**config.mk**
```make
export PLATFORM = sky130hd
export DESIGN_NAME = seg7_tube
export DESIGN_NICKNAME = d
export VERILOG_FILES = /design/src/design/loader_pkg.sv /design/src/design/seg7_tube.sv
export SDC_FILE = /design/constraint.sdc
export NUM_CORES = 1
export LEC_CHECK = 0
export BUFFER_PORTS_ARGS = -buffer_cell sky130_fd_sc_hd__buf_2
export CORE_MARGIN = 2
export CORE_UTILIZATION = 48
export DETAILED_ROUTE_END_ITERATION = 8
export PLACE_DENSITY = 0.85
export SYNTH_ARGS = -nofsm -noshare
export SYNTH_HDL_FRONTEND = slang
export SYNTH_SLANG_ARGS = --single-unit
```
**constraint.sdc**
```tcl
create_clock -name clk -period 5.7 [get_ports clk]
set_input_delay 0.57 -clock clk [delete_from_list [all_inputs] [get_ports clk]]
set_output_delay 0.57 -clock clk [all_outputs]
set_load 0.02 [all_outputs]
```
**src/design/loader_pkg.sv**
```systemverilog
package loader_pkg;

    // word and memory geometry
    localparam int DATA_WID  = 32;
    localparam int MEM_AWID  = 8;
    localparam int MEM_DEPTH = 256;

    // uart timing, small so simulation stays short
    localparam int CLKS_PER_BIT = 8;
    localparam int BIT_CNT_WID  = $clog2(CLKS_PER_BIT);

    // load frame: 4 address bytes then 4 data bytes, lsb first
    localparam int               FRAME_BYTES  = 8;
    localparam int               FRAME_WID    = 8 * FRAME_BYTES;
    localparam int               BYTE_CNT_WID = $clog2(FRAME_BYTES);
    localparam logic [31:0]      END_ADDR     = 32'hffff_ffff;

    // board io
    localparam int SWCH_WID  = 8;
    localparam int KEY_CNT   = 16;
    localparam int KBIDX_WID = 5;     // msb is the valid flag

    localparam int DEBOUNCE_CYCLES = 4;
    localparam int DB_CNT_WID      = $clog2(DEBOUNCE_CYCLES);

    localparam int SEG_DIGITS   = 8;
    localparam int DIGIT_WID    = $clog2(SEG_DIGITS);
    localparam int SCAN_CYCLES  = 16;   // clocks each digit stays lit
    localparam int SCAN_CNT_WID = $clog2(SCAN_CYCLES);

    typedef enum logic [1:0] {idle, start, data, stop} rx_state_e;

    typedef enum logic [1:0] {collect, write_req, write_wait_ack_low, done} load_state_e;

    // one memory write, 40 bits
    typedef struct packed {
        logic [MEM_AWID-1:0] addr;
        logic [DATA_WID-1:0] data;
    } mem_wr_t;

    // nibble to segments {dp, g, f, e, d, c, b, a}, active low, dp dark
    function automatic logic [7:0] hex_to_seg(input logic [3:0] nib);
        logic [7:0] seg;
        case (nib)
            4'h0: seg = 8'hc0;
            4'h1: seg = 8'hf9;
            4'h2: seg = 8'ha4;
            4'h3: seg = 8'hb0;
            4'h4: seg = 8'h99;
            4'h5: seg = 8'h92;
            4'h6: seg = 8'h82;
            4'h7: seg = 8'hf8;
            4'h8: seg = 8'h80;
            4'h9: seg = 8'h90;
            4'ha: seg = 8'h88;
            4'hb: seg = 8'h83;
            4'hc: seg = 8'hc6;
            4'hd: seg = 8'ha1;
            4'he: seg = 8'h86;
            default: seg = 8'h8e;
        endcase
        return seg;
    endfunction

endpackage

```
**src/design/seg7_tube.sv**
```systemverilog
`timescale 1ns/100ps

module seg7_tube (
    input  logic                              clk,
    input  logic                              reset,
    input  logic [loader_pkg::DATA_WID-1:0]   data_in,
    output logic [loader_pkg::SEG_DIGITS-1:0] seg_en,
    output logic [7:0]                        seg_out
);
    import loader_pkg::*;

    logic [SCAN_CNT_WID-1:0] scan_cnt;
    logic [DIGIT_WID-1:0]    digit;     // digit currently lit
    logic [3:0]              nibble;

    always_ff @(posedge clk) begin
        if (reset) begin
            scan_cnt <= '0;
            digit    <= '0;
        end else if (scan_cnt == SCAN_CNT_WID'(SCAN_CYCLES - 1)) begin
            scan_cnt <= '0;
            digit    <= digit + 1'b1;   // 7 wraps to 0
        end else begin
            scan_cnt <= scan_cnt + 1'b1;
        end
    end

    // digit i shows nibble i, digit 0 is the least significant
    assign nibble  = data_in[{digit, 2'b00} +: 4];
    assign seg_en  = ~(SEG_DIGITS'(1) << digit);   // one enable low at a time
    assign seg_out = hex_to_seg(nibble);

endmodule

```
==> impl_results.md <==
* Setup violators final at 0
* Setup crit start kind: flip-flop
* Worst Hold Launch: scan_cnt[3]$_SDFF_PP0_
* Antenna violations before repair at 0
* Maximum capacitance violations at 0
* Sw Share at 30.2%
* Antenna cells at 0
* Tmin final at 3.56 ns
* WHS Endpoint: scan_cnt[3]$_SDFF_PP0_
* Rows at 15
* Hold Vio Cnt, Final at 0
* CTS tree: built
* R2R setup slack at 4.23 ns
* Gpl congestion at 0.847
* Sw power at 44.6 uW
* Flop pwr share at 35.6%
* DR vias/cell at 5.17
* 1st-iter DRT viols at 7
* Crit path max-delay family: multiplexers
* Wirelength, routed at 1910 um
* Mapped Avg Cell Area at 10.2 um^2
* Commonest cells post-synth: ha_1, inv_1, dfxtp_1, mux2i_1
* Worst R2R End: digit[2]$_SDFFE_PP0N_
* Placed cell count at 159
* Worst R2R Start: digit[0]$_SDFFE_PP0N_
* Synth top area cells: ha_1, dfxtp_1, mux4_1
* Sequential area share after synthesis at 15.1%
* Critical Path Sink Type: primary output
* Buf+Inv Stages, Crit Path at 2
* Post-CTS Setup Repair Bufs at 0
* Count of buffers from port buffering at 48
* Post-Syn Instances at 91
* Post-synthesis register bit count at 7
* Compound-Gate Fraction of Synth Area at 7.83%
* Area share of fa/ha/maj cells after synthesis at 17.5%
* Core area at 1760 um^2
* Largest family of logic cells by synthesized area: multiplexers
* # clock sinks at 7
* Number of global-route vias before repair at 767
* CP max FO at 12
* Pwr dens at 124 nW/um^2
* Die width at 48.0 um
* R2R cell count at 3
* CTS Root Cell: clkbuf_4
* Slew @ Worst Pin at 0.543 ns
* Internal power at 103 uW
* Mux share of post-synthesis cell area at 37.5%
* Vias at 842
* GRT Residual Overflow at 0
* Asr flop ratio synth at 0%
* Highest clock rate at 0.281 GHz
* DRT met1 WL at 801 um
* DP Wirelength at 1570 um
* Post-route DRC at 0
* # resized after CTS at 0
* Hold Crit Class: reg -> reg
* Worst vdd ir at 0.124 mV
* Dominant synthesized flop cell: dfxtp_1
* Setup Skew at 0.00567 ns
* Setup TNS at 0 ns
* Hold_ws at 0.486 ns
* Crit path cell chain: mux4_1, mux2i_1, inv_1, ha_1, and3_1, a211o_1, buf_2
* Count leader, synth: ha_1
* Share of the synthesized area in the top cell type at 17.5%
* Max_slew headroom at 62.8%
* Area share of xor/xnor cells in the synthesized design at 2.83%
* Top Metal Used: met4
* I/O pins at 50
* YS warnings at 0
* RSZ-0062 raised after global routing: false
* Largest net degree at the start of global routing at 15
* Crit path required time at 5.13 ns
* Leakage at 0.000583 uW
* Layout Cells excl Fill at 163
* Starting density of the core at 52.6%
* Crit-path max cell delay at 0.67 ns
* Clock group share of total power at 31.1%
* Final-stage net count at 186
* Post-Syn Area at 927 um^2
* Synth Area in Simple Gates at 11.1%
* Total die area at 2300 um^2
* 1st-pass router iterations at 4
* Post-synth cell types at 31
* CTS Buf Count at 3
* Critical path arrival at 2.99 ns
* CTS Buffer Depth at 2
* Area Growth Syn to Fin at 28.5%
* Hold_buf cts at 0
* DRT antenna net count at 0
* Clk_lat worst skew at 0.25 ns
* Detail Route met3 WL at 120 um
* Mapped Nets at 138
* H-Tree Depth at 1
* Crit-path slowest cell: dfxtp_1
* Routed wl met2 at 977 um
* Layout cell share with drive strength beyond 1 at 44.9%
* Area leader, netlist: ha_1
* EDFF count, synth at 0
* First-pass GRT wire length at 2930 um
* Hold Crit Depth at 2
* GRT Util Overall at 17.9%
* Clock-pin slew on the worst setup and hold paths at 0.05 ns
* Fill cells at 154
* DR WL/cell at 11.7 um
* Comb pwr share at 33.3%
* Status: finished clean
* Die height at 48.0 um
* Setup CP Type: reg -> out
* Final period util at 62.5%
* Final Max Tran Viols at 0
-- worst reg2reg max path, stage by stage (launching register included) --
cell      delay (ns)
dfxtp_1         0.67
ha_1            0.29
ha_1            0.24
a211oi_1        0.19
-- layer usage --
| layer | GRT usage (%) | vias up |
|---|---|---|
| met1 | 19.7 | 377 |
| li1 | - | 424 |
| met2 | 32.8 | 37 |
| met3 | 6.04 | 4 |
| met4 | 4.32 | 0 |
| met5 | 0 | - |
-- layout by cell type (no fill, tap or decap) --
cell type and instances:
mux4_2 4, nand4b_1 1, nor3_1 1, o2bb2ai_1 1, inv_1 9, xnor2_1 3
inv_2 1, o21ai_1 1, dfxtp_1 7, nor3b_1 2, nand3_1 2, a21oi_1 3
ha_1 13, nand2_1 6, nor2_1 6, mux2i_4 2, buf_2 48, a211o_1 1
mux2_4 1, o21ai_0 2, conb_1 1, or3_1 1, and3_1 2, clkbuf_4 3
a22o_2 1, mux2_2 2, o31ai_1 1, a211oi_1 1, clkbuf_1 1, mux4_1 4
mux2i_1 7
-- how the worst max path moves through the flow --
stage,startpoint,slack (ns),depth (start not counted),to
after floorplan,digit[0]$_SDFFE_PP0N_,2.67,7,seg_out[4]
after global placement,digit[0]$_SDFFE_PP0N_,2.53,7,seg_out[4]
after detailed placement,digit[0]$_SDFFE_PP0N_,2.39,8,seg_out[5]
after CTS,digit[0]$_SDFFE_PP0N_,2.11,8,seg_out[5]
after global routing,digit[0]$_SDFFE_PP0N_,1.92,8,seg_out[5]
final,digit[0]$_SDFFE_PP0N_,2.14,7,seg_out[0]
-- stage by stage --
| stage | utilization [%] | power [uW] | setup slack [ns] | area, um^2 |
|---|---|---|---|---|
| 3_3_place_gp | 66.0 | 101 | 2.53 | 1160 |
| 3_5_place_dp | 66.0 | 103 | 2.39 | 1160 |
| 4_1_cts | 67.5 | 149 | 2.11 | 1190 |
| 6_report | 67.5 | 148 | 2.14 | 1190 |
| 2_1_floorplan | - | 84.8 | 2.67 | 927 |
| 5_1_grt | 67.5 | 161 | 1.92 | 1190 |
-- logic make-up (layout without fill, tap and decap cells) --
kind of cell	after synthesis	count (layout)
xor gates and xnor gates	3	3
AOI/OAI and AO/OA	11	11
and+or+nand+nor	21	21
other	1	1
adders and majority gates	13	13
DFF	7	7
buffers and inverters	15	62
muxes	20	20
-- area by class of cell --
class	count	area [um^2]	area share, %
clock buffer	4	26.3	2.21
tap	25	31.3	2.63
multi-input combinational	69	716	60.1
inverter	10	37.5	3.15
timing repair buffer	48	240	20.2
sequential	7	140	11.8
-- power by group through the flow --
| stage | Combinational (uW) | Clock [uW] | Sequential [uW] |
|---|---|---|---|
| 2_1_floorplan | 31.7 | 0 | 53.1 |
| 3_3_place_gp | 47.8 | 0 | 53.3 |
| 3_5_place_dp | 49.1 | 0 | 53.5 |
| 4_1_cts | 49.3 | 46.8 | 52.5 |
| 5_1_grt | 54.1 | 54.1 | 52.7 |
| 6_report | 49.1 | 45.9 | 52.6 |
-- registers in the layout (all words and copies together) (netlist names) --
name,flops
digit,3
scan_cnt,4
Power figures use the tool's default switching activity.
