File: src/design/loader_pkg.sv
package loader_pkg;

    // word and memory geometry
    localparam int DATA_WID  = 32;
    localparam int MEM_AWID  = 8;
    localparam int MEM_DEPTH = 256;

    // uart timing, small so simulation stays short
    localparam int CLKS_PER_BIT = 8;
    localparam int BIT_CNT_WID  = $clog2(CLKS_PER_BIT);

    // load frame: 4 address bytes then 4 data bytes, lsb first
    localparam int               FRAME_BYTES  = 8;
    localparam int               FRAME_WID    = 8 * FRAME_BYTES;
    localparam int               BYTE_CNT_WID = $clog2(FRAME_BYTES);
    localparam logic [31:0]      END_ADDR     = 32'hffff_ffff;

    // board io
    localparam int SWCH_WID  = 8;
    localparam int KEY_CNT   = 16;
    localparam int KBIDX_WID = 5;     // msb is the valid flag

    localparam int DEBOUNCE_CYCLES = 4;
    localparam int DB_CNT_WID      = $clog2(DEBOUNCE_CYCLES);

    localparam int SEG_DIGITS   = 8;
    localparam int DIGIT_WID    = $clog2(SEG_DIGITS);
    localparam int SCAN_CYCLES  = 16;   // clocks each digit stays lit
    localparam int SCAN_CNT_WID = $clog2(SCAN_CYCLES);

    typedef enum logic [1:0] {idle, start, data, stop} rx_state_e;

    typedef enum logic [1:0] {collect, write_req, write_wait_ack_low, done} load_state_e;

    // one memory write, 40 bits
    typedef struct packed {
        logic [MEM_AWID-1:0] addr;
        logic [DATA_WID-1:0] data;
    } mem_wr_t;

    // nibble to segments {dp, g, f, e, d, c, b, a}, active low, dp dark
    function automatic logic [7:0] hex_to_seg(input logic [3:0] nib);
        logic [7:0] seg;
        case (nib)
            4'h0: seg = 8'hc0;
            4'h1: seg = 8'hf9;
            4'h2: seg = 8'ha4;
            4'h3: seg = 8'hb0;
            4'h4: seg = 8'h99;
            4'h5: seg = 8'h92;
            4'h6: seg = 8'h82;
            4'h7: seg = 8'hf8;
            4'h8: seg = 8'h80;
            4'h9: seg = 8'h90;
            4'ha: seg = 8'h88;
            4'hb: seg = 8'h83;
            4'hc: seg = 8'hc6;
            4'hd: seg = 8'ha1;
            4'he: seg = 8'h86;
            default: seg = 8'h8e;
        endcase
        return seg;
    endfunction

endpackage

File: src/design/uart_loader.sv
`timescale 1ns/100ps

module uart_loader (
    input  logic                clk,
    input  logic                reset,
    input  logic [7:0]          rx_byte,
    input  logic                rx_valid,
    output loader_pkg::mem_wr_t wr,
    output logic                wr_req,
    input  logic                wr_ack,
    output logic                load_done
);
    import loader_pkg::*;

    load_state_e             state;
    logic [FRAME_WID-1:0]    frame;
    logic [FRAME_WID-1:0]    frame_word;    // frame including the current byte
    logic [BYTE_CNT_WID-1:0] byte_cnt;
    logic                    accepting;
    logic                    frame_full;
    logic                    frame_end;
    mem_wr_t                 frame_wr;
    mem_wr_t                 pend_wr;       // one-entry holding buffer
    logic                    pend_valid;
    logic                    end_pend;      // end frame seen, write still draining
    logic                    launch;
    logic                    capture;

    // after the end frame nothing more is taken in
    assign accepting  = (state != done) && !end_pend;
    assign frame_word = {rx_byte, frame[FRAME_WID-1:8]};
    assign frame_full = rx_valid && accepting
                        && (byte_cnt == BYTE_CNT_WID'(FRAME_BYTES - 1));
    assign frame_end  = (frame_word[31:0] == END_ADDR);

    assign frame_wr.addr = frame_word[MEM_AWID-1:0];  // upper address bits dropped
    assign frame_wr.data = frame_word[FRAME_WID-1 -: DATA_WID];

    // buffered frame goes out first
    assign launch  = (state == collect) && (pend_valid || (frame_full && !frame_end));
    assign capture = frame_full && !frame_end && ((state != collect) || pend_valid);

    always_ff @(posedge clk) begin
        if (rx_valid && accepting)
            frame <= frame_word;
    end

    always_ff @(posedge clk) begin
        if (launch)
            wr <= pend_valid ? pend_wr : frame_wr;
    end

    always_ff @(posedge clk) begin
        if (capture)
            pend_wr <= frame_wr;
    end

    always_ff @(posedge clk) begin
        if (reset) begin
            state      <= collect;
            wr_req     <= 1'b0;
            byte_cnt   <= '0;
            pend_valid <= 1'b0;
            end_pend   <= 1'b0;
        end else begin
            if (rx_valid && accepting)
                byte_cnt <= byte_cnt + 1'b1;    // wraps once per frame
            if (frame_full && frame_end)
                end_pend <= 1'b1;

            case (state)
                collect: begin
                    if (launch) begin
                        wr_req     <= 1'b1;
                        pend_valid <= 1'b0;
                        state      <= write_req;
                    end else if (end_pend || (frame_full && frame_end)) begin
                        state <= done;
                    end
                end
                write_req: begin
                    if (wr_ack) begin
                        wr_req <= 1'b0;
                        state  <= write_wait_ack_low;
                    end
                end
                write_wait_ack_low: begin
                    if (!wr_ack)
                        state <= collect;   // handshake back to rest
                end
                done: ;                     // held until reset
            endcase

            // frame finished mid handshake waits here
            if (capture)
                pend_valid <= 1'b1;
        end
    end

    assign load_done = (state == done);

endmodule

File: config.mk
export PLATFORM = sky130hd
export DESIGN_NAME = uart_loader
export DESIGN_NICKNAME = d
export VERILOG_FILES = /design/src/design/loader_pkg.sv /design/src/design/uart_loader.sv
export SDC_FILE = /design/constraint.sdc
export NUM_CORES = 1
export LEC_CHECK = 0
export ABC_CLOCK_PERIOD_IN_PS = 10140
export BUFFER_PORTS_ARGS = -buffer_cell sky130_fd_sc_hd__buf_4
export CORE_MARGIN = 8
export CORE_UTILIZATION = 32
export DETAILED_ROUTE_END_ITERATION = 6
export PLACE_DENSITY = 0.49
export SLEW_MARGIN = 5
export SYNTH_ARGS = -nofsm -noshare
export SYNTH_HDL_FRONTEND = slang
export SYNTH_SLANG_ARGS = --single-unit
export TNS_END_PERCENT = 50
File: constraint.sdc
create_clock -name clk -period 10.14 [get_ports clk]
set_input_delay 1.014 -clock clk [delete_from_list [all_inputs] [get_ports clk]]
set_output_delay 1.014 -clock clk [all_outputs]
set_load 0.005 [all_outputs]
==> qor.csv <==
metric;value;unit
status;completed;
all-layer global routing usage;8.63;%
Critical Path RT;10.23;ns
diode count;0;
vias in the first global route;2475;
WS Path Type;input pin to flop;
WHS Endpoint;frame[12];
crit start category;input pin;
Avg WL per Cell;15.4;µm
cts repair resizes;0;
number of synthesized register bits;144;
setup TNS;0;ns
Internal Power;1140;µW
Seq/Total Area, Yosys;82.5;%
CP delay by family, top;buffers and inverters;
drt drc;0;
number of synthesized flops with an enable pin;136;
I/O pins;54;
Max Buffers Root-to-Sink;2;
share of layout cells above drive strength 1;41.4;%
die area;20400;µm²
Clock Power Share;44.1;%
Tmin final;3.42;ns
critical path fanouts, max;60;
Synth async-reset ratio;0;%
Detail Placement HPWL;4.83;mm
Ys Warns;0;
post-synthesis cell type count;28;
Synth Area per Inst;21.0;µm²
Worst R2R End;wr[23];
gpl congestion;0.686;
WHS;0.446;ns
Syn Nets;264;
CTS Root Buffer Type;clkbuf_16;
Starting DRT DRC Count;265;
DRT Pass-1 Iters;4;
crit-path most repeated cell;buf_4;
fin crit share;33.7;%
Post-Syn Area;5150;µm²
area leader, netlist;edfxtp_1;
sequential share of power;49.6;%
reg2reg path depth;8;
WL final;8.33;mm
top-area cell type share of the netlist area;79.4;%
Most used DFF post-synth;edfxtp_1;
largest net degree at the start of global routing;61;
initial antenna violation count;0;
synth top area cells;edfxtp_1 (79%), mux2_2 (8.8%), dfxtp_1 (3.1%);
Syn Inst Count;245;
Final Setup Violations;0;
CTS tree;yes;
measured slew at the worst slew-check pin;1.10;ns
PwrDens;224;nW/µm²
Final Hold Fails;0;
via count;2321;
CP max-delay cell;buf_4;
clk slew on worst S/H paths;0.06;ns
Leak;0.00220;µW
Worst Hold Depth;0;
Core Rows;46;
Max Fclk;0.292;GHz
CP peak stage delay;0.63;ns
Final Slew Violations;0;
reg2reg start;state[0];
flop2flop setup slack;6.79;ns
worst hold start;frame[20];
max_cap viols;0;
grt ovf;0;
TritonCTS buffer count;17;
drt via density;4.28;
CTS sink cnt;144;
Antenna Nets Post-Route;0;
Die Wd;143;µm
Rel. slew slack;27.0;%
Psw;301;µW
most instantiated cells after synthesis;edfxtp_1 (136), mux2_2 (40), dfxtp_1 (8), nand4_1 (8), nor2_1 (8);
switching share of power;20.9;%
H-tree levels;4;
VDD IR max;0.000120;V
clk_lat worst skew;0.41;ns
Logic pwr share;6.3;%
Post-CTS Hold Buffers;0;
die height;143;µm
Starting Density;32.5;%
RSZ-0062 raised after global routing;false;
number of buffer and inverter stages on the critical path;3;
Area growth, synth to finish;24.5;%
Core Area;15800;µm²
final net count;332;
CP cell instances;buf_4 -> nor3b_4 -> buf_4 -> and2_4 -> a21boi_4 -> nor2_1 -> nor2_4 -> buf_4;
data arrival time of the worst path;3.51;ns
Port Buffers;53;
clk_skew;0.00716;ns
count leader, synth;edfxtp_1;
Hold Crit Class;flop to flop;
crit end category;flop;
first-pass GRT wire length;13.0;mm
Post-CTS Setup Bufs;0;
==> per-layer routing <==
layer,GRT usage [%],routed length (µm),vias to the layer above
met5,0,0,-
met4,4.03,122,0
met3,4.27,536,10
met2,13.4,3940,52
met1,9.84,3730,1152
li1,-,-,1107
==> worst register-to-register path, cell delays in order, from the launching register on <==
cell and delay [ns]:
dfxtp_1 0.35, ha_1 0.25, nor3b_4 0.18, buf_4 0.63, and2_4 0.29, a21boi_4 0.26
nor2_1 0.10, nor2_4 0.57, buf_4 0.40
==> layout by cell type (no fill, tap or decap) <==
| cell type | n |
|---|---|
| edfxtp_1 | 136 |
| buf_4 | 55 |
| mux2_2 | 40 |
| clkbuf_16 | 17 |
| nand4_1 | 8 |
| nor2_1 | 7 |
| ha_1 | 7 |
| dfxtp_1 | 7 |
| clkinv_2 | 6 |
| a21oi_1 | 5 |
| inv_1 | 4 |
| bufinv_16 | 4 |
| clkinv_1 | 3 |
| nor4_2 | 2 |
| nand2b_1 | 2 |
| mux2i_1 | 2 |
| a31oi_1 | 2 |
| o21ai_0 | 2 |
| nand2_1 | 2 |
| nor3b_4 | 1 |
| and2_4 | 1 |
| a21boi_4 | 1 |
| and2_2 | 1 |
| nor2_4 | 1 |
| o311a_2 | 1 |
| a211oi_1 | 1 |
| xnor2_1 | 1 |
| a31o_2 | 1 |
| a311oi_2 | 1 |
| nor3b_2 | 1 |
| o32ai_1 | 1 |
| clkbuf_1 | 1 |
| inv_6 | 1 |
| dfxtp_2 | 1 |
==> layout make-up <==
class / count / area, µm²
sequential: 144 / 4250
clock inverter: 14 / 170
tap: 216 / 270
fill: 1434 / 9420
inverter: 4 / 15.0
timing repair buffer: 55 / 413
multi-input combinational: 91 / 865
clock buffer: 18 / 429
==> power groups by stage <==
stage                     sequential (µW)  combinational, µW  clock, µW
after detailed placement              725               91.1          0
after floorplan                       719               68.5          0
final                                 712               90.7        634
after global routing                  717                104        667
after global placement                724               90.2          0
after CTS                             713               91.9        646
==> worst max path at each step <==
stage / slack [ns] / cells past startpoint / end / from
finish: 6.72 / 8 / wr[23] / rx_valid
global route: 6.44 / 8 / wr[31] / rx_valid
detailed placement: 6.20 / 8 / wr[31] / rx_valid
floorplan: 4.76 / 5 / wr[0] / rx_valid
global placement: 6.28 / 8 / wr[23] / rx_valid
CTS: 6.64 / 8 / wr[15] / rx_valid
==> kinds of logic after synthesis <==
kind of cell    after synthesis  share of synthesized area [%]
xor+xnor                      1                          0.170
buf+inv                      10                          0.875
simple gates                 26                           3.36
mux                          42                           9.14
compound gates               15                           2.29
flops                       144                           82.5
fa+ha+maj                     7                           1.70
==> stage by stage <==
| step | instance area [µm²] | total power (µW) | setup WS, ns | cells | util [%] |
|---|---|---|---|---|---|
| 2_1_floorplan | 5150 | 787 | 4.76 | 245 | - |
| 3_3_place_gp | 5810 | 814 | 6.28 | 510 | 36.7 |
| 3_5_place_dp | 5810 | 816 | 6.20 | 510 | 36.7 |
| 4_1_cts | 6410 | 1450 | 6.64 | 542 | 40.5 |
| 5_1_grt | 6410 | 1490 | 6.44 | 542 | 40.5 |
| 6_report | 6410 | 1440 | 6.72 | 542 | 40.5 |
==> flip-flops by register name, summed over array words and instances (netlist names) <==
name,count
frame,56
pend_wr,40
wr,40
byte_cnt,3
state,2
end_pend,1
pend_valid,1
wr_req,1
Power figures use the tool's default switching activity.
