--- src/design/loader_pkg.sv ---
package loader_pkg;

    // word and memory geometry
    localparam int DATA_WID  = 32;
    localparam int MEM_AWID  = 8;
    localparam int MEM_DEPTH = 256;

    // uart timing, small so simulation stays short
    localparam int CLKS_PER_BIT = 8;
    localparam int BIT_CNT_WID  = $clog2(CLKS_PER_BIT);

    // load frame: 4 address bytes then 4 data bytes, lsb first
    localparam int               FRAME_BYTES  = 8;
    localparam int               FRAME_WID    = 8 * FRAME_BYTES;
    localparam int               BYTE_CNT_WID = $clog2(FRAME_BYTES);
    localparam logic [31:0]      END_ADDR     = 32'hffff_ffff;

    // board io
    localparam int SWCH_WID  = 8;
    localparam int KEY_CNT   = 16;
    localparam int KBIDX_WID = 5;     // msb is the valid flag

    localparam int DEBOUNCE_CYCLES = 4;
    localparam int DB_CNT_WID      = $clog2(DEBOUNCE_CYCLES);

    localparam int SEG_DIGITS   = 8;
    localparam int DIGIT_WID    = $clog2(SEG_DIGITS);
    localparam int SCAN_CYCLES  = 16;   // clocks each digit stays lit
    localparam int SCAN_CNT_WID = $clog2(SCAN_CYCLES);

    typedef enum logic [1:0] {idle, start, data, stop} rx_state_e;

    typedef enum logic [1:0] {collect, write_req, write_wait_ack_low, done} load_state_e;

    // one memory write, 40 bits
    typedef struct packed {
        logic [MEM_AWID-1:0] addr;
        logic [DATA_WID-1:0] data;
    } mem_wr_t;

    // nibble to segments {dp, g, f, e, d, c, b, a}, active low, dp dark
    function automatic logic [7:0] hex_to_seg(input logic [3:0] nib);
        logic [7:0] seg;
        case (nib)
            4'h0: seg = 8'hc0;
            4'h1: seg = 8'hf9;
            4'h2: seg = 8'ha4;
            4'h3: seg = 8'hb0;
            4'h4: seg = 8'h99;
            4'h5: seg = 8'h92;
            4'h6: seg = 8'h82;
            4'h7: seg = 8'hf8;
            4'h8: seg = 8'h80;
            4'h9: seg = 8'h90;
            4'ha: seg = 8'h88;
            4'hb: seg = 8'h83;
            4'hc: seg = 8'hc6;
            4'hd: seg = 8'ha1;
            4'he: seg = 8'h86;
            default: seg = 8'h8e;
        endcase
        return seg;
    endfunction

endpackage

--- src/design/keypad_encoder.sv ---
`timescale 1ns/100ps

module keypad_encoder (
    input  logic                             clk,
    input  logic                             reset,
    input  logic [loader_pkg::KEY_CNT-1:0]   kp,
    output logic [loader_pkg::KBIDX_WID-1:0] kb_idx
);
    import loader_pkg::*;

    logic [KBIDX_WID-1:0]  cand;        // raw priority result
    logic [KBIDX_WID-1:0]  cand_q;
    logic [DB_CNT_WID-1:0] stable_cnt;

    // lowest pressed line wins, so scan downward
    always_comb begin
        cand = '0;
        for (int i = KEY_CNT - 1; i >= 0; i--) begin
            if (kp[i])
                cand = {1'b1, (KBIDX_WID - 1)'(i)};
        end
    end

    always_ff @(posedge clk) begin
        if (reset) begin
            cand_q     <= '0;
            stable_cnt <= '0;
            kb_idx     <= '0;
        end else begin
            cand_q <= cand;
            if (cand != cand_q) begin
                stable_cnt <= '0;           // changed, start over
            end else if (stable_cnt != DB_CNT_WID'(DEBOUNCE_CYCLES - 1)) begin
                stable_cnt <= stable_cnt + 1'b1;
            end else begin
                kb_idx <= cand_q;           // held long enough
            end
        end
    end

endmodule

--- config.mk ---
export PLATFORM = sky130hd
export DESIGN_NAME = keypad_encoder
export DESIGN_NICKNAME = d
export VERILOG_FILES = /design/src/design/loader_pkg.sv /design/src/design/keypad_encoder.sv
export SDC_FILE = /design/constraint.sdc
export NUM_CORES = 1
export LEC_CHECK = 0
export BUFFER_PORTS_ARGS = -buffer_cell sky130_fd_sc_hd__buf_2
export CORE_MARGIN = 5
export CORE_UTILIZATION = 50
export CTS_BUF_LIST = sky130_fd_sc_hd__clkbuf_8 sky130_fd_sc_hd__clkbuf_16
export CTS_CLUSTER_DIAMETER = 120
export CTS_CLUSTER_SIZE = 12
export DETAILED_ROUTE_END_ITERATION = 16
export PLACE_DENSITY = 0.77
export SYNTH_ARGS = -nofsm -noshare
export SYNTH_HDL_FRONTEND = slang
export SYNTH_SLANG_ARGS = --single-unit
--- constraint.sdc ---
create_clock -name clk -period 2.15 [get_ports clk]
set_input_delay 0.215 -clock clk [delete_from_list [all_inputs] [get_ports clk]]
set_output_delay 0.215 -clock clk [all_outputs]
set_load 0.1 [all_outputs]
==> impl_metrics.ini, run 1 <==
[status]
status = completed

[job]
drv_cap = 0

[worst_setup_path]
crit_fanout = 5
critPathRequiredTime_ps = 2310
crit_type = input port to flip-flop
startpoint_type = input port
cp.arrival_ps = 2140
end_kind = flip-flop

[synth]
ys_ff_latch = 12
synth_area_leader_cell = dfxtp_1
ys_seq_area_share_pct = 30.14
synth_compound_area_share_pct = 18.68
syn_inst = 87
yosys_warnings = 0
synth_mux_area_share_pct = 7.535
synth_top_family_by_area = simple AND/OR/NAND/NOR gates
syn_nets = 106
synth_xor_area_share_pct = 2.198
synth_cell_types = 33
synth-edff-count = 0
synth-adder-area-share_pct = 1.570
avgSynthCellArea_um2 = 9.161
synth_most_common_cell = dfxtp_1
synth_top_cell_area_share_pct = 30.14
synthTopCellsByArea = dfxtp_1, nand2b_1, mux2i_1
synthSimpleGateAreaFrac_pct = 37.52
yosys-top-cells-count = dfxtp_1, nand2b_1, nor2_1, mux2i_1
synth_flop_cell = dfxtp_1
async_reset_ff_share_pct = 0
syn_area_um2 = 797.0

[drt]
wl_um = 1663
wl_per_cell_um = 12.41
ant_nets = 0
drc = 0
via_per_inst = 5.791
firstDrtPassIters = 2
drtIter0Drc = 5
dr_total_vias = 776

[power_and_ir_drop]
power_density_nw_per_um2 = 548.8
leakagePower_nw = 0.3929
peakVddDrop_mv = 0.2500

[clocking]
cts_max_level = 1
root_buffer = clkbuf_8
cts_buffers = 3
cts_resized = 0
clk_pin_slew_ps = 50
cts_setup_buffers = 0
tritoncts = done
postCtsHoldBufs = 0
cts_max_path_buffers = 2
worstSkewPairLatency_ps = 240
cts_sinks = 12

[sta]
fin_skew_ps = 1.122
timing.final.crit_share_pct = 92.21
max_slew_margin_pct = 48.40
whs_ps = 303.7
fin_tns_setup_ps = 0
fin_crit_ps = 1982
worst_pin_slew_ps = 764.3
timing.fmax_mhz = 504.4
report.final.slew_viol_count = 0
final-hold-violation-count = 0
rsz0062_at_grt = false
setup_violations = 0

[floorplanning]
ios = 23
die-area_um2 = 2493
die_w_um = 49.93
coreArea_um2 = 1506
die_y_um = 49.93
row_count = 14
start_util_pct = 52.91

[finish]
fin_nets = 138
drive_gt1_share_pct = 33.90
num_antenna_cells = 0
syn_to_final_growth_pct = 28.41

[grt]
overflow = 0
track_usage_pct = 14.43
grt_pass1_wl_um = 2904
antenna_found_initial = 0
grt_max_degree = 18
grt_pass1_vias = 720

[placement]
port_buffers = 22
dpl.hpwl_um = 1406
place.gp.congestion = 0.7767

[min_path]
hold_path_class = input port to flip-flop
## worst max-delay path, stage by stage
cell       delay [ps]
buf_2             110
or4_1             630
a2111oi_4         230
a221o_2           180
nand3_4            80
a2111oi_4         280
buf_4             210
mux2i_1           200
## per-stage QoR
| step | utilization, % | area [um^2] | setup WS [ps] | std cells | power (mW) |
|---|---|---|---|---|---|
| 3_5_place_dp | 64.29 | 968.4 | -83.04 | 130 | 0.3246 |
| 3_3_place_gp | 64.29 | 968.4 | -16.68 | 130 | 0.3217 |
| 2_1_floorplan | - | 797.0 | 137.9 | 87 | 0.2809 |
| 5_1_grt | 67.94 | 1023 | 70.16 | 134 | 0.5920 |
| 4_1_cts | 67.94 | 1023 | 158.4 | 134 | 0.5685 |
| 6_report | 67.94 | 1023 | 167.6 | 134 | 0.5617 |
## layer usage
layer	track usage (%)	routed length [um]	up-vias	part of all wire, %
li1	-	-	389	-
met1	17.69	700	353	42
met2	23.73	774	28	47
met3	2.108	143	6	8.6
met4	7.860	44	0	2.6
met5	0	0	-	0
## worst paths after layout
kind,from,end,slack (ps),cells past startpoint
setup / recovery,kp[3],kb_idx[4],170,8
hold / removal,reset,cand_q[1],300,2
setup reg to reg,cand_q[4],kb_idx[4],320,7
hold reg to reg,kb_idx[3],kb_idx[3],470,2
## power breakdown
group | leakage, nW | total, mW | switching [mW] | internal (mW)
Combinational | 0.267 | 0.0892 | 0.0485 | 0.0408
Clock | 0.0288 | 0.242 | 0.0803 | 0.162
Sequential | 0.0975 | 0.231 | 0.00324 | 0.227
## state kept, by name, indices dropped and copies added, names as in the netlist
register / cells
stable_cnt: 2
kb_idx: 5
cand_q: 5
## area by class of cell
class                           instances  area [um^2]
Clock buffer                            4        55.05
Tap cell                               16        20.02
Sequential cell                        12        240.2
Inverter                                4        15.01
Timing Repair Buffer                   28        155.1
Fill cell                             133        483.0
Multi-Input combinational cell         70        538.0
## kinds of logic after synthesis
| group | count (synthesis) |
|---|---|
| flip-flops | 12 |
| AO/OA/AOI/OAI | 15 |
| XOR/XNOR | 2 |
| buffers and inverters | 5 |
| multiplexers | 6 |
| adder cells (fa/ha/maj) | 1 |
| AND/OR/NAND/NOR | 46 |
## cell usage in the layout, fill, tap and decap left out, types with 2 or more instances in the layout
master / instances
buf_2: 22
dfxtp_1: 12
nand2b_1: 11
nor2_1: 10
mux2i_1: 6
buf_4: 6
inv_1: 4
or3_1: 4
nor4_1: 4
clkbuf_8: 4
a21oi_1: 3
nor3_1: 3
nor2b_1: 2
o311ai_0: 2
o21ai_0: 2
nand2_1: 2
or4_1: 2
a2111oi_4: 2
Power figures use the tool's default switching activity.
==> inputs of run 2 (changes only) <==
==> constraint.sdc (replaced) <==
create_clock -name clk -period 1.9 [get_ports clk]
set_input_delay 0.19 -clock clk [delete_from_list [all_inputs] [get_ports clk]]
set_output_delay 0.19 -clock clk [all_outputs]
set_load 0.1 [all_outputs]
==> run 2 against run 1 <==
Non-clock buffer count rose by 15; flip-flop and latch count did not move; sequential power up 13%; count of clock-buffer cells in the layout unchanged; design area increased by 14%; worst setup slack worse by 72 ps; clock skew is essentially flat; critical endpoint is now kb_idx[0]; highest routed layer unchanged.
==> impl_metrics.ini, run 2 (synthesis gave the netlist of run 1 again) <==
[status]
status = completed

[floorplanning]
start_util_pct = 52.91
die_y_um = 49.93
ios = 23
die_w_um = 49.93
die-area_um2 = 2493
coreArea_um2 = 1506
row_count = 14

[worst_setup_path]
end_kind = flip-flop
crit_fanout = 5
crit_type = input port to flip-flop
critPathRequiredTime_ps = 2060
cp.arrival_ps = 1970
startpoint = kp[4]
r2r_start = cand_q[0]
startpoint_type = input port

[grt]
grt_pass1_vias = 783
track_usage_pct = 16.50
grt_max_degree = 18
grt_pass1_wl_um = 3132
antenna_found_initial = 0
overflow = 0

[job]
drv_cap = 0

[finish]
design_area_um2 = 1171
syn_to_final_growth_pct = 46.94
drive_gt1_share_pct = 45.86
fin_nets = 153
fin_cells = 149
most-common-layout-cells = buf_4, buf_2, dfxtp_1
top_regs = cand_q x5, kb_idx x5, stable_cnt x2
num_antenna_cells = 0
layout_commonest_cell = buf_4

[min_path]
min_from = reset
hold_path_class = input port to flip-flop

[sta]
max_slew_margin_pct = 67.88
fin_skew_ps = 0.9851
fin_crit_ps = 1804
setup_violations = 0
final-hold-violation-count = 0
worst_pin_slew_ps = 485.2
timing.fmax_mhz = 554.2
timing.final.crit_share_pct = 94.97
report.final.slew_viol_count = 0

[placement]
place.gp.congestion = 0.7393
port_buffers = 22
placed_area_um2 = 1084
placed_cells = 145
dpl.hpwl_um = 1538

[drt]
ant_nets = 0
drtIter0Drc = 4
dr_total_vias = 808
firstDrtPassIters = 3
wl_um = 1870
via_per_inst = 5.423
drc = 0
wl_per_cell_um = 12.55

[clocking]
tritoncts = done
worstSkewPairLatency_ps = 240
clk_pin_slew_ps = 50
cts_max_level = 1
root_buffer = clkbuf_8
cts_sinks = 12
cts_buffers = 3
cts_setup_buffers = 0
cts_max_path_buffers = 2

[power_and_ir_drop]
leakagePower_nw = 0.4749
power_density_nw_per_um2 = 569.2
peakVddDrop_mv = 0.3778
fin_total_pwr_uw = 666.6
==> run 2: timing repair <==
action | CTS | global route
endpoints found under the setup margin | 0 | 5
hold buffers | 0 | 0
resized for setup | 0 | 8
==> run 2: final timing paths <==
path	to	slack, ps	cells past startpoint
hold reg to reg	kb_idx[4]	470	2
setup reg to reg	kb_idx[0]	160	6
setup / recovery	kb_idx[0]	100	7
hold / removal	cand_q[4]	270	2
==> run 2: critical path: stages <==
cell	delay, ps
buf_4	130
or3_4	390
or2_4	230
o32a_1	340
a2111oi_4	300
buf_4	200
mux2i_1	190
==> run 2: routing by layer <==
metal  share of wire (%)  GRT usage, %
met4                 3.5         13.10
met3                 5.9         1.205
met2                  51         28.60
met1                  40         18.02
met5                   0             0
==> run 2: final cells by class <==
class / count / area, um^2
Sequential cell: 12 / 240.2
Tap cell: 16 / 20.02
Fill cell: 113 / 335.3
Multi-Input combinational cell: 70 / 570.5
Inverter: 4 / 15.01
Clock buffer: 4 / 55.05
Timing Repair Buffer: 43 / 270.3
==> run 2: power breakdown <==
part | switching [mW] | internal, mW | total, mW
Combinational | 0.0638 | 0.0681 | 0.132
Clock | 0.0908 | 0.183 | 0.274
Sequential | 0.00380 | 0.257 | 0.261
==> run 2: metrics by stage <==
stage | hold WS, ps | worst slack [ps] | setup TNS (ps) | util (%)
floorplan | 350.5 | -6.457 | -32.29 | -
global placement | 458.2 | -131.0 | -549.5 | 71.93
detailed placement | 460.7 | -167.5 | -794.6 | 71.93
CTS | 278.7 | 76.06 | 0 | 75.58
global route | 299.6 | -4.783 | -4.783 | 77.74
finish | 274.2 | 95.54 | 0 | 77.74
