**src/design/loader_pkg.sv**
```systemverilog
package loader_pkg;

    // word and memory geometry
    localparam int DATA_WID  = 32;
    localparam int MEM_AWID  = 8;
    localparam int MEM_DEPTH = 256;

    // uart timing, small so simulation stays short
    localparam int CLKS_PER_BIT = 8;
    localparam int BIT_CNT_WID  = $clog2(CLKS_PER_BIT);

    // load frame: 4 address bytes then 4 data bytes, lsb first
    localparam int               FRAME_BYTES  = 8;
    localparam int               FRAME_WID    = 8 * FRAME_BYTES;
    localparam int               BYTE_CNT_WID = $clog2(FRAME_BYTES);
    localparam logic [31:0]      END_ADDR     = 32'hffff_ffff;

    // board io
    localparam int SWCH_WID  = 8;
    localparam int KEY_CNT   = 16;
    localparam int KBIDX_WID = 5;     // msb is the valid flag

    localparam int DEBOUNCE_CYCLES = 4;
    localparam int DB_CNT_WID      = $clog2(DEBOUNCE_CYCLES);

    localparam int SEG_DIGITS   = 8;
    localparam int DIGIT_WID    = $clog2(SEG_DIGITS);
    localparam int SCAN_CYCLES  = 16;   // clocks each digit stays lit
    localparam int SCAN_CNT_WID = $clog2(SCAN_CYCLES);

    typedef enum logic [1:0] {idle, start, data, stop} rx_state_e;

    typedef enum logic [1:0] {collect, write_req, write_wait_ack_low, done} load_state_e;

    // one memory write, 40 bits
    typedef struct packed {
        logic [MEM_AWID-1:0] addr;
        logic [DATA_WID-1:0] data;
    } mem_wr_t;

    // nibble to segments {dp, g, f, e, d, c, b, a}, active low, dp dark
    function automatic logic [7:0] hex_to_seg(input logic [3:0] nib);
        logic [7:0] seg;
        case (nib)
            4'h0: seg = 8'hc0;
            4'h1: seg = 8'hf9;
            4'h2: seg = 8'ha4;
            4'h3: seg = 8'hb0;
            4'h4: seg = 8'h99;
            4'h5: seg = 8'h92;
            4'h6: seg = 8'h82;
            4'h7: seg = 8'hf8;
            4'h8: seg = 8'h80;
            4'h9: seg = 8'h90;
            4'ha: seg = 8'h88;
            4'hb: seg = 8'h83;
            4'hc: seg = 8'hc6;
            4'hd: seg = 8'ha1;
            4'he: seg = 8'h86;
            default: seg = 8'h8e;
        endcase
        return seg;
    endfunction

endpackage

```
**src/design/uart_rx.sv**
```systemverilog
`timescale 1ns/100ps

module uart_rx (
    input  logic       clk,
    input  logic       reset,
    input  logic       rx,
    output logic [7:0] rx_byte,
    output logic       rx_valid
);
    import loader_pkg::*;

    logic                   rx_meta;
    logic                   rx_s;       // synchronized line
    rx_state_e              state;
    logic [BIT_CNT_WID-1:0] cnt;        // clocks within the current bit
    logic [2:0]             bit_idx;
    logic [7:0]             shift;
    logic                   mid_bit;    // end of a full bit period

    // two-flop synchronizer, line idles high
    always_ff @(posedge clk) begin
        if (reset) begin
            rx_meta <= 1'b1;
            rx_s    <= 1'b1;
        end else begin
            rx_meta <= rx;
            rx_s    <= rx_meta;
        end
    end

    assign mid_bit = (cnt == BIT_CNT_WID'(CLKS_PER_BIT - 1));

    always_ff @(posedge clk) begin
        if (reset) begin
            state    <= idle;
            cnt      <= '0;
            bit_idx  <= '0;
            rx_valid <= 1'b0;
        end else begin
            rx_valid <= 1'b0;
            case (state)
                idle: begin
                    cnt <= '0;
                    if (!rx_s)
                        state <= start;         // falling edge of start bit
                end
                start: begin
                    // wait half a bit to land in the middle of each bit
                    if (cnt == BIT_CNT_WID'(CLKS_PER_BIT / 2 - 1)) begin
                        cnt     <= '0;
                        bit_idx <= '0;
                        state   <= rx_s ? idle : data;  // short glitch, not a start
                    end else begin
                        cnt <= cnt + 1'b1;
                    end
                end
                data: begin
                    cnt <= cnt + 1'b1;
                    if (mid_bit) begin
                        bit_idx <= bit_idx + 1'b1;
                        if (bit_idx == 3'd7)
                            state <= stop;
                    end
                end
                stop: begin
                    cnt <= cnt + 1'b1;
                    if (mid_bit) begin
                        state    <= idle;
                        rx_valid <= rx_s;       // low stop bit drops the byte
                    end
                end
            endcase
        end
    end

    // lsb arrives first
    always_ff @(posedge clk) begin
        if (state == data && mid_bit)
            shift <= {rx_s, shift[7:1]};
    end

    assign rx_byte = shift;

endmodule

```
**config.mk**
```make
export PLATFORM = sky130hd
export DESIGN_NAME = uart_rx
export DESIGN_NICKNAME = d
export VERILOG_FILES = /design/src/design/loader_pkg.sv /design/src/design/uart_rx.sv
export SDC_FILE = /design/constraint.sdc
export NUM_CORES = 1
export LEC_CHECK = 0
export ABC_AREA = 0
export BUFFER_PORTS_ARGS = -buffer_cell sky130_fd_sc_hd__buf_2
export CAP_MARGIN = 0
export CORE_MARGIN = 5
export CORE_UTILIZATION = 37
export CTS_CLUSTER_SIZE = 40
export DETAILED_ROUTE_END_ITERATION = 6
export PLACE_DENSITY = 0.53
export REMOVE_ABC_BUFFERS = 1
export SKIP_CTS_REPAIR_TIMING = 1
export SYNTH_ARGS = -nofsm -noshare
export SYNTH_HDL_FRONTEND = slang
export SYNTH_SLANG_ARGS = --single-unit
```
**constraint.sdc**
```tcl
create_clock -name clk -period 1.7 [get_ports clk]
set_input_delay 0.17 -clock clk [delete_from_list [all_inputs] [get_ports clk]]
set_output_delay 0.17 -clock clk [all_outputs]
set_load 0.01 [all_outputs]
```
==> flow_summary.ini, run 1 <==
[cells_and_area]
final_layout_size_suffix_gt1_share_pct = 26.67
post-route-util_pct = 44.01
nFillCells = 206
areaGrowthSynthToFinish_pct = 13.67
fin_nets = 85
antenna_cells = 0
final_cell_mix = 11 x dfxtp_1, 11 x buf_2, 8 x edfxtp_1
final_area_um2 = 863.3
final_cells = 102

[critical_path]
worstSetupStartpointType = flip-flop
end_kind = flip-flop
timing.rr.start = cnt[0]
worstSetupPathType = reg -> reg
cp.required_ns = 1.92
worst_ep_arrival_time_ns = 1.65
critPathMaxFanout = 11
cp-startpoint = cnt[0]

[grt]
grt_pass1_vias = 477
grt_max_degree = 12
antenna_found_initial = 0
track_usage_pct = 8.662
grt_pass1_wl_mm = 2.090
gr-total-overflow = 0

[sta]
setup_tns_ns = 0
maxSlewViolCount = 0
hold_ws_ns = 0.05108
skew_ns = 0.0008639
worst_slack_ns = 0.2746
hold_viol = 0
worst_slew_pin_slew_ns = 0.3087
fin_crit_sh_pct = 83.85
max_freq_ghz = 0.7015
setup_viol = 0
period_minus_slack_ns = 1.425
relSlewSlack_pct = 79.39
rsz0062_at_grt = false

[clock_tree]
clk_latency_ns = 0.29
cts_made_buffers = 3
clkSinkCount = 19
path_clk_slew_ns = 0.10
cts-root-buf = clkbuf_4
cts_buffer_depth = 2
cts_tree = yes
cts-htree-levels = 1

[job]
drv_cap = 0

[yosys]
syn_area_um2 = 759.5
synth_warnings = 0
synth-seq-area-share_pct = 60.63
ys_ff_latch = 19
synth.avg_cell_area_um2 = 12.25
yosysUniqueCellTypes = 25
syn_inst = 62

[placed_design]
dp.cells = 98
gp_congestion = 0.7025
dp_slack_ns = 0.2798
placed_area_um2 = 835.8
hpwl_um = 874
io_buffers = 11

[power]
p_per_area_nw_per_um2 = 832.1
ir_worst_vdd_mv = 0.5338
finalPower_uw = 718.4
leakage_nw = 0.3304

[floorplanning]
rows = 16
die-area_um2 = 3059
core_um2 = 1962
die_y_um = 55.31
start_util_pct = 38.71
die_x_um = 55.31
io_pins = 12

[detailed_routing]
first_iter_violations = 6
firstDrtPassIters = 2
ant_nets = 0
vias = 468
totalWireLength_mm = 1.198
vias_per_cell = 4.588
routedWlPerCell_um = 11.75
drcViolationCount = 0

[min_path]
hp-start = rx
min_path_type = in -> reg

[status]
outcome = finished, final reports clean
## state kept, by name (all words and copies together) (netlist names), named ones only
signal / cells
bit_idx: 3
cnt: 3
rx_byte: 8
rx_meta: 1
rx_s: 1
rx_valid: 1
state: 1
## critical path, stage by stage (launching register included)
cell and delay [ns]:
dfxtp_1 0.35, ha_1 0.20, ha_1 0.24, and3b_4 0.32, nor2_1 0.07, a211oi_2 0.18
## power breakdown
group / switching [mW] / internal (mW) / total (mW)
sequential: 0.00321 / 0.476 / 0.479
clock: 0.134 / 0.0875 / 0.222
combinational: 0.00951 / 0.00835 / 0.0179
total: 0.147 / 0.571 / 0.718
## cell type report
type / count / area, µm² / share of cell area (%)
repair buffers: 12 / 62.56 / 7.246
flip-flops and latches: 19 / 460.4 / 53.33
inverters: 3 / 11.26 / 1.304
clock inverters: 1 / 5.005 / 0.5797
well taps: 27 / 33.78 / 3.913
multi-input cells: 37 / 267.8 / 31.01
clock buffers: 3 / 22.52 / 2.609
## worst paths after layout
check,to,depth (start not counted),slack (ns)
worst min-delay path,rx_meta,2,0.05
worst max-delay path,bit_idx[0],5,0.27
worst min register to register,rx_s,1,0.42
worst max register to register,bit_idx[0],5,0.27
## cell usage after synthesis (all sizes together)
master | n | area share [%]
nand2b | 1 | 0.82
inv | 3 | 1.5
nor3 | 2 | 1.3
mux2 | 1 | 1.5
a21oi | 2 | 1.3
nor2 | 4 | 2.0
a311oi | 1 | 1.2
and3b | 1 | 1.6
a211oi | 2 | 2.6
nor3b | 1 | 0.99
buf | 2 | 2.1
nand4b | 1 | 1.2
nand2 | 6 | 3.0
a32oi | 1 | 1.2
nand3 | 1 | 0.66
edfxtp | 8 | 32
dfxtp | 11 | 29
nand3b | 3 | 3.0
o21ai | 1 | 0.66
ha | 6 | 9.9
clkbuf | 1 | 0.49
a31oi | 1 | 0.82
or2 | 2 | 1.6
## per-layer routing
layer  wire [µm]  vias to the layer above  GRT usage [%]  part of all wire, %
li1            -                      245              -                    -
met1         559                      213          10.43                   47
met2         580                        8          13.18                   48
met3          49                        2          3.030                  4.1
met4           8                        0          5.208                 0.67
met5           0                        -              0                    0
## kinds of logic (layout without fill, tap and decap cells)
family,after synthesis,after routing,share of synthesized area [%]
multiplexers,1,1,1.483
buffers and inverters,6,19,4.117
AND/OR/NAND/NOR,22,22,16.14
AO/OA/AOI/OAI,8,8,7.743
adder cells (fa/ha/maj),6,6,9.884
flip-flops,19,19,60.63
No activity file was read; power rests on OpenSTA's default activity.
==> inputs of run 2 (changes only) <==
--- a/config.mk
+++ b/config.mk
@@ -12,7 +12,7 @@
 export CORE_UTILIZATION = 37
 export CTS_CLUSTER_SIZE = 40
 export DETAILED_ROUTE_END_ITERATION = 6
-export PLACE_DENSITY = 0.53
+export PLACE_DENSITY = 0.55
 export REMOVE_ABC_BUFFERS = 1
 export SKIP_CTS_REPAIR_TIMING = 1
 export SYNTH_ARGS = -nofsm -noshare
==> constraint.sdc (replaced) <==
create_clock -name clk -period 1.3 [get_ports clk]
set_input_delay 0.13 -clock clk [delete_from_list [all_inputs] [get_ports clk]]
set_output_delay 0.13 -clock clk [all_outputs]
set_load 0.01 [all_outputs]
==> run 2 against run 1 <==
Non-clock buffer count is 1 higher. Sequential share of layout area is 2.9 points lower. Routed wire length is 11% higher. Combinational power is 48% higher. Power is 32% higher. Critical path type unchanged. Critical endpoint is now bit_idx[1]. Largest power group unchanged.
==> flow_summary.ini, run 2 (synthesized netlist as in run 1, its figures left out) <==
[status]
outcome = finished, final reports clean

[cells_and_area]
largest_reg_flops = 8
final_layout_size_suffix_gt1_share_pct = 35.06
multiInputGateArea_um2 = 310.3
areaGrowthSynthToFinish_pct = 20.43
final_cell_mix = 11 x buf_2, 10 x dfxtp_1, 8 x edfxtp_1
layout_commonest_cell = buf_2
fin_nets = 87
antenna_cells = 0
final_cells = 104
nFillCells = 200
regArea_um2 = 461.7

[sta]
skew_ns = 0.002391
worst_slew_pin_slew_ns = 0.3757
max_freq_ghz = 0.8041
hold_ws_ns = 0.01360
maxSlewViolCount = 0
setup_viol = 0
period_minus_slack_ns = 1.244
relSlewSlack_pct = 74.92
fin_crit_sh_pct = 95.66
hold_viol = 0

[detailed_routing]
vias = 500
routedWlPerCell_um = 12.83
first_iter_violations = 18
firstDrtPassIters = 4
drcViolationCount = 0
vias_per_cell = 4.808
totalWireLength_mm = 1.334
ant_nets = 0

[critical_path]
crit_slowest_cell = dfxtp_2
worst_path_most_repeated_cell = ha_4
worstSetupStartpointType = flip-flop
worst-path-buf-inv = 0
worst_ep_arrival_time_ns = 1.48
critPathMaxFanout = 6
path_cells = ha_4 > ha_4 > and3b_4 > nand3b_1 > a21oi_2
worstSetupPathType = reg -> reg
cp.required_ns = 1.54
end_kind = flip-flop
cp_top_family = simple AND/OR/NAND/NOR gates
worst_path_largest_cell_delay_ns = 0.35

[grt]
track_usage_pct = 8.414
grt_pass1_wl_mm = 2.063
gr-total-overflow = 0
grt_max_degree = 13
grt_pass1_vias = 438
antenna_found_initial = 0

[floorplanning]
die-area_um2 = 3059
core_um2 = 1962
start_util_pct = 38.71
die_y_um = 55.31
die_x_um = 55.31
rows = 16
io_pins = 12

[power]
p_per_area_nw_per_um2 = 1039
switching_power_uw = 201.8
internal_power_uw = 748.3
combPwrFrac_pct = 2.8
ir_worst_vdd_mv = 0.6223
pwr-share-clk_pct = 31.3
swShare_pct = 21.24
p_seq_share_pct = 65.9
leakage_nw = 0.3375

[placed_design]
io_buffers = 11
dp.cells = 99
gp_congestion = 0.7206
hpwl_um = 913.9

[clock_tree]
clk_latency_ns = 0.29
cts-htree-levels = 1
clkSinkCount = 19
path_clk_slew_ns = 0.11
cts_buffer_depth = 2
cts_tree = yes
cts_made_buffers = 3
cts-root-buf = clkbuf_4

[job]
drv_cap = 0

[min_path]
min_path_type = in -> reg
run 2: cell types whose count changed in the layout (fill, tap and decap cells not counted):
cell / change
dfxtp_2: +1
a21oi_1: -2
buf_4: +1
ha_1: -2
dfxtp_1: -1
and3b_2: +1
ha_4: +2
a21oi_2: +2
run 2: final timing paths:
path,startpoint,endpoint,slack (ns),cells after the start
worst min-delay path,rx,rx_meta,0.01,2
worst max register to register,cnt[0],bit_idx[1],0.06,5
worst max-delay path,cnt[0],bit_idx[1],0.06,5
worst min register to register,rx_meta,rx_s,0.43,1
run 2: cell type report:
class	count	share of cell area, %
sequential	19	50.48
multi-input combinational	38	33.93
timing repair buffer	13	7.661
tap	27	3.694
clock buffer	3	2.462
inverter	3	1.231
clock inverter	1	0.5472
run 2: worst register-to-register path: stages, from the launching register on:
cell	delay, ns
dfxtp_2	0.35
ha_4	0.17
ha_4	0.17
and3b_4	0.22
nand3b_1	0.17
a21oi_2	0.11
run 2: layer usage:
metal / share of wire (%) / up-vias / global-route usage, % / wire [µm]
li1: - / 253 / - / -
met1: 49 / 231 / 11.43 / 648
met2: 45 / 14 / 12.33 / 603
met3: 5.5 / 2 / 2.797 / 73
met4: 0.60 / 0 / 3.125 / 8
met5: 0 / - / 0 / 0
run 2: power by group through the flow:
stage / Combinational, mW / Clock [mW] / Sequential (mW)
CTS: 0.0250 / 0.311 / 0.625
floorplan: 0.00962 / 0 / 0.640
detailed placement: 0.0251 / 0 / 0.638
global placement: 0.0250 / 0 / 0.638
finish: 0.0265 / 0.297 / 0.626
global route: 0.0294 / 0.339 / 0.627
run 2: through the flow:
step	power [mW]	setup TNS, ns	cell area, µm²	setup WS [ns]	utilization [%]
final	0.9500	0	914.6	0.05637	46.62
after global routing	0.9958	-0.005261	914.6	-0.005261	46.62
after CTS	0.9614	-0.7955	870.8	-0.1085	44.39
after detailed placement	0.6635	-0.5321	843.3	-0.07224	42.98
after global placement	0.6634	-0.3063	843.3	-0.04671	42.98
after floorplan	0.6501	-0.01290	739.5	-0.01290	-
==> inputs of run 3 (changes only) <==
--- a/config.mk
+++ b/config.mk
@@ -13,7 +13,6 @@
 export CTS_CLUSTER_SIZE = 40
 export DETAILED_ROUTE_END_ITERATION = 6
 export PLACE_DENSITY = 0.55
-export REMOVE_ABC_BUFFERS = 1
 export SKIP_CTS_REPAIR_TIMING = 1
 export SYNTH_ARGS = -nofsm -noshare
 export SYNTH_HDL_FRONTEND = slang
==> run 3 against run 2 <==
The flow now finishes with violations (negative setup slack). Largest cell class unchanged. Clock power decreased by 2%. Combinational power is 4% lower. Critical path depth decreased by 1.
==> flow_summary.ini, run 3 (synthesized netlist as in run 1, its figures left out) <==
[clock_tree]
cts_made_buffers = 3
clk_latency_ns = 0.29
path_clk_slew_ns = 0.11
cts_tree = yes
cts-htree-levels = 1
cts_buffer_depth = 2
cts-root-buf = clkbuf_4
clkSinkCount = 19

[detailed_routing]
vias_per_cell = 4.642
firstDrtPassIters = 4
routedWlPerCell_um = 12.25
first_iter_violations = 5
vias = 492
totalWireLength_mm = 1.299
ant_nets = 0
drcViolationCount = 0

[grt]
gr-total-overflow = 0
antenna_found_initial = 0
grt_pass1_vias = 444
track_usage_pct = 7.883
grt_max_degree = 13
grt_pass1_wl_mm = 1.925

[critical_path]
worstSetupStartpointType = flip-flop
end_kind = flip-flop
crit_slowest_cell = dfxtp_2
cp_top_family = flip-flops
worstSetupPathType = reg -> reg
cp.required_ns = 1.32
worst_path_largest_cell_delay_ns = 0.37
path_cells = ha_4 > ha_4 > and3b_4 > buf_12
worst_ep_arrival_time_ns = 1.32
worst-path-buf-inv = 1
worst_path_most_repeated_cell = ha_4
critPathMaxFanout = 8

[floorplanning]
die_y_um = 55.31
rows = 16
core_um2 = 1962
start_util_pct = 38.71
die-area_um2 = 3059
die_x_um = 55.31
io_pins = 12

[power]
p_per_area_nw_per_um2 = 1010
ir_worst_vdd_mv = 0.5325
leakage_nw = 0.3487
finalPower_uw = 942.3

[sta]
worst_slew_pin_slew_ns = 0.3041
setup_tns_ns = -0.02433
setup_viol = 7
period_minus_slack_ns = 1.304
max_freq_ghz = 0.7670
hold_viol = 0
rsz0062_at_grt = true
maxSlewViolCount = 0
relSlewSlack_pct = 79.70
skew_ns = 0.002121
fin_crit_sh_pct = 100.3
worst_slack_ns = -0.003726

[placed_design]
dp_slack_ns = -0.06073
io_buffers = 11
hpwl_um = 868
gp_congestion = 0.6603
dp.cells = 99
placed_area_um2 = 845.8

[min_path]
min_path_type = in -> reg

[status]
outcome = finished with violations
violations = negative setup slack

[yosys]
syn_nets = 71

[cells_and_area]
final_cell_mix = 11 x buf_2, 9 x dfxtp_1, 8 x edfxtp_1
largest_reg_flops = 8
antenna_cells = 0
final_area_um2 = 933.4
final_layout_size_suffix_gt1_share_pct = 35.44
areaGrowthSynthToFinish_pct = 22.90
fin_nets = 89
layout_commonest_cell = buf_2
nFillCells = 204
final_cells = 106

[job]
drv_cap = 0
-- run 3: changes by cell type in the layout (fill, tap and decap cells not counted) --
cell     change
a21oi_1      +2
a21oi_2      -2
buf_4        +2
and3b_2      -1
buf_12       +1
dfxtp_1      -1
dfxtp_2      +1
-- run 3: cell type report --
class	count	area, µm²	share of cell area (%)
timing repair buffer	16	105.1	11.26
tap	27	33.78	3.619
sequential	19	462.9	49.60
clock buffer	3	22.52	2.413
clock inverter	1	5.005	0.5362
multi-input combinational	37	292.8	31.37
inverter	3	11.26	1.206
-- run 3: stage by stage --
step,hold WS [ns],util (%)
finish,0.02005,47.58
global route,0.01227,47.58
CTS,0.01177,44.52
detailed placement,0.3192,43.11
global placement,0.3179,43.11
floorplan,0.2338,-
-- run 3: path summary, 6_finish.rpt --
path	end	slack [ns]	from	depth (start not counted)
setup / recovery	rx_byte[4]	-0.004	cnt[0]	4
hold / removal	rx_meta	0.02	rx	2
setup reg to reg	rx_byte[4]	-0.004	cnt[0]	4
hold reg to reg	rx_s	0.42	rx_meta	1
-- run 3: where the power goes --
part | switching, mW | internal (mW) | total [mW]
Combinational | 0.0141 | 0.0113 | 0.0255
Clock | 0.178 | 0.114 | 0.292
Sequential | 0.00307 | 0.622 | 0.625
Total | 0.195 | 0.748 | 0.942
-- run 3: worst reg2reg max path: stages, from the launching register on --
cell and delay [ns]:
dfxtp_2 0.37, ha_4 0.16, ha_4 0.14, and3b_4 0.24
buf_12 0.13
-- run 3: per-layer routing --
metal  part of all wire [%]  wire, µm  track usage, %
met2                     50       647           12.16
met3                    4.0        52           3.030
met1                     46       592           9.855
met5                      0         0               0
met4                   0.54         7           3.125
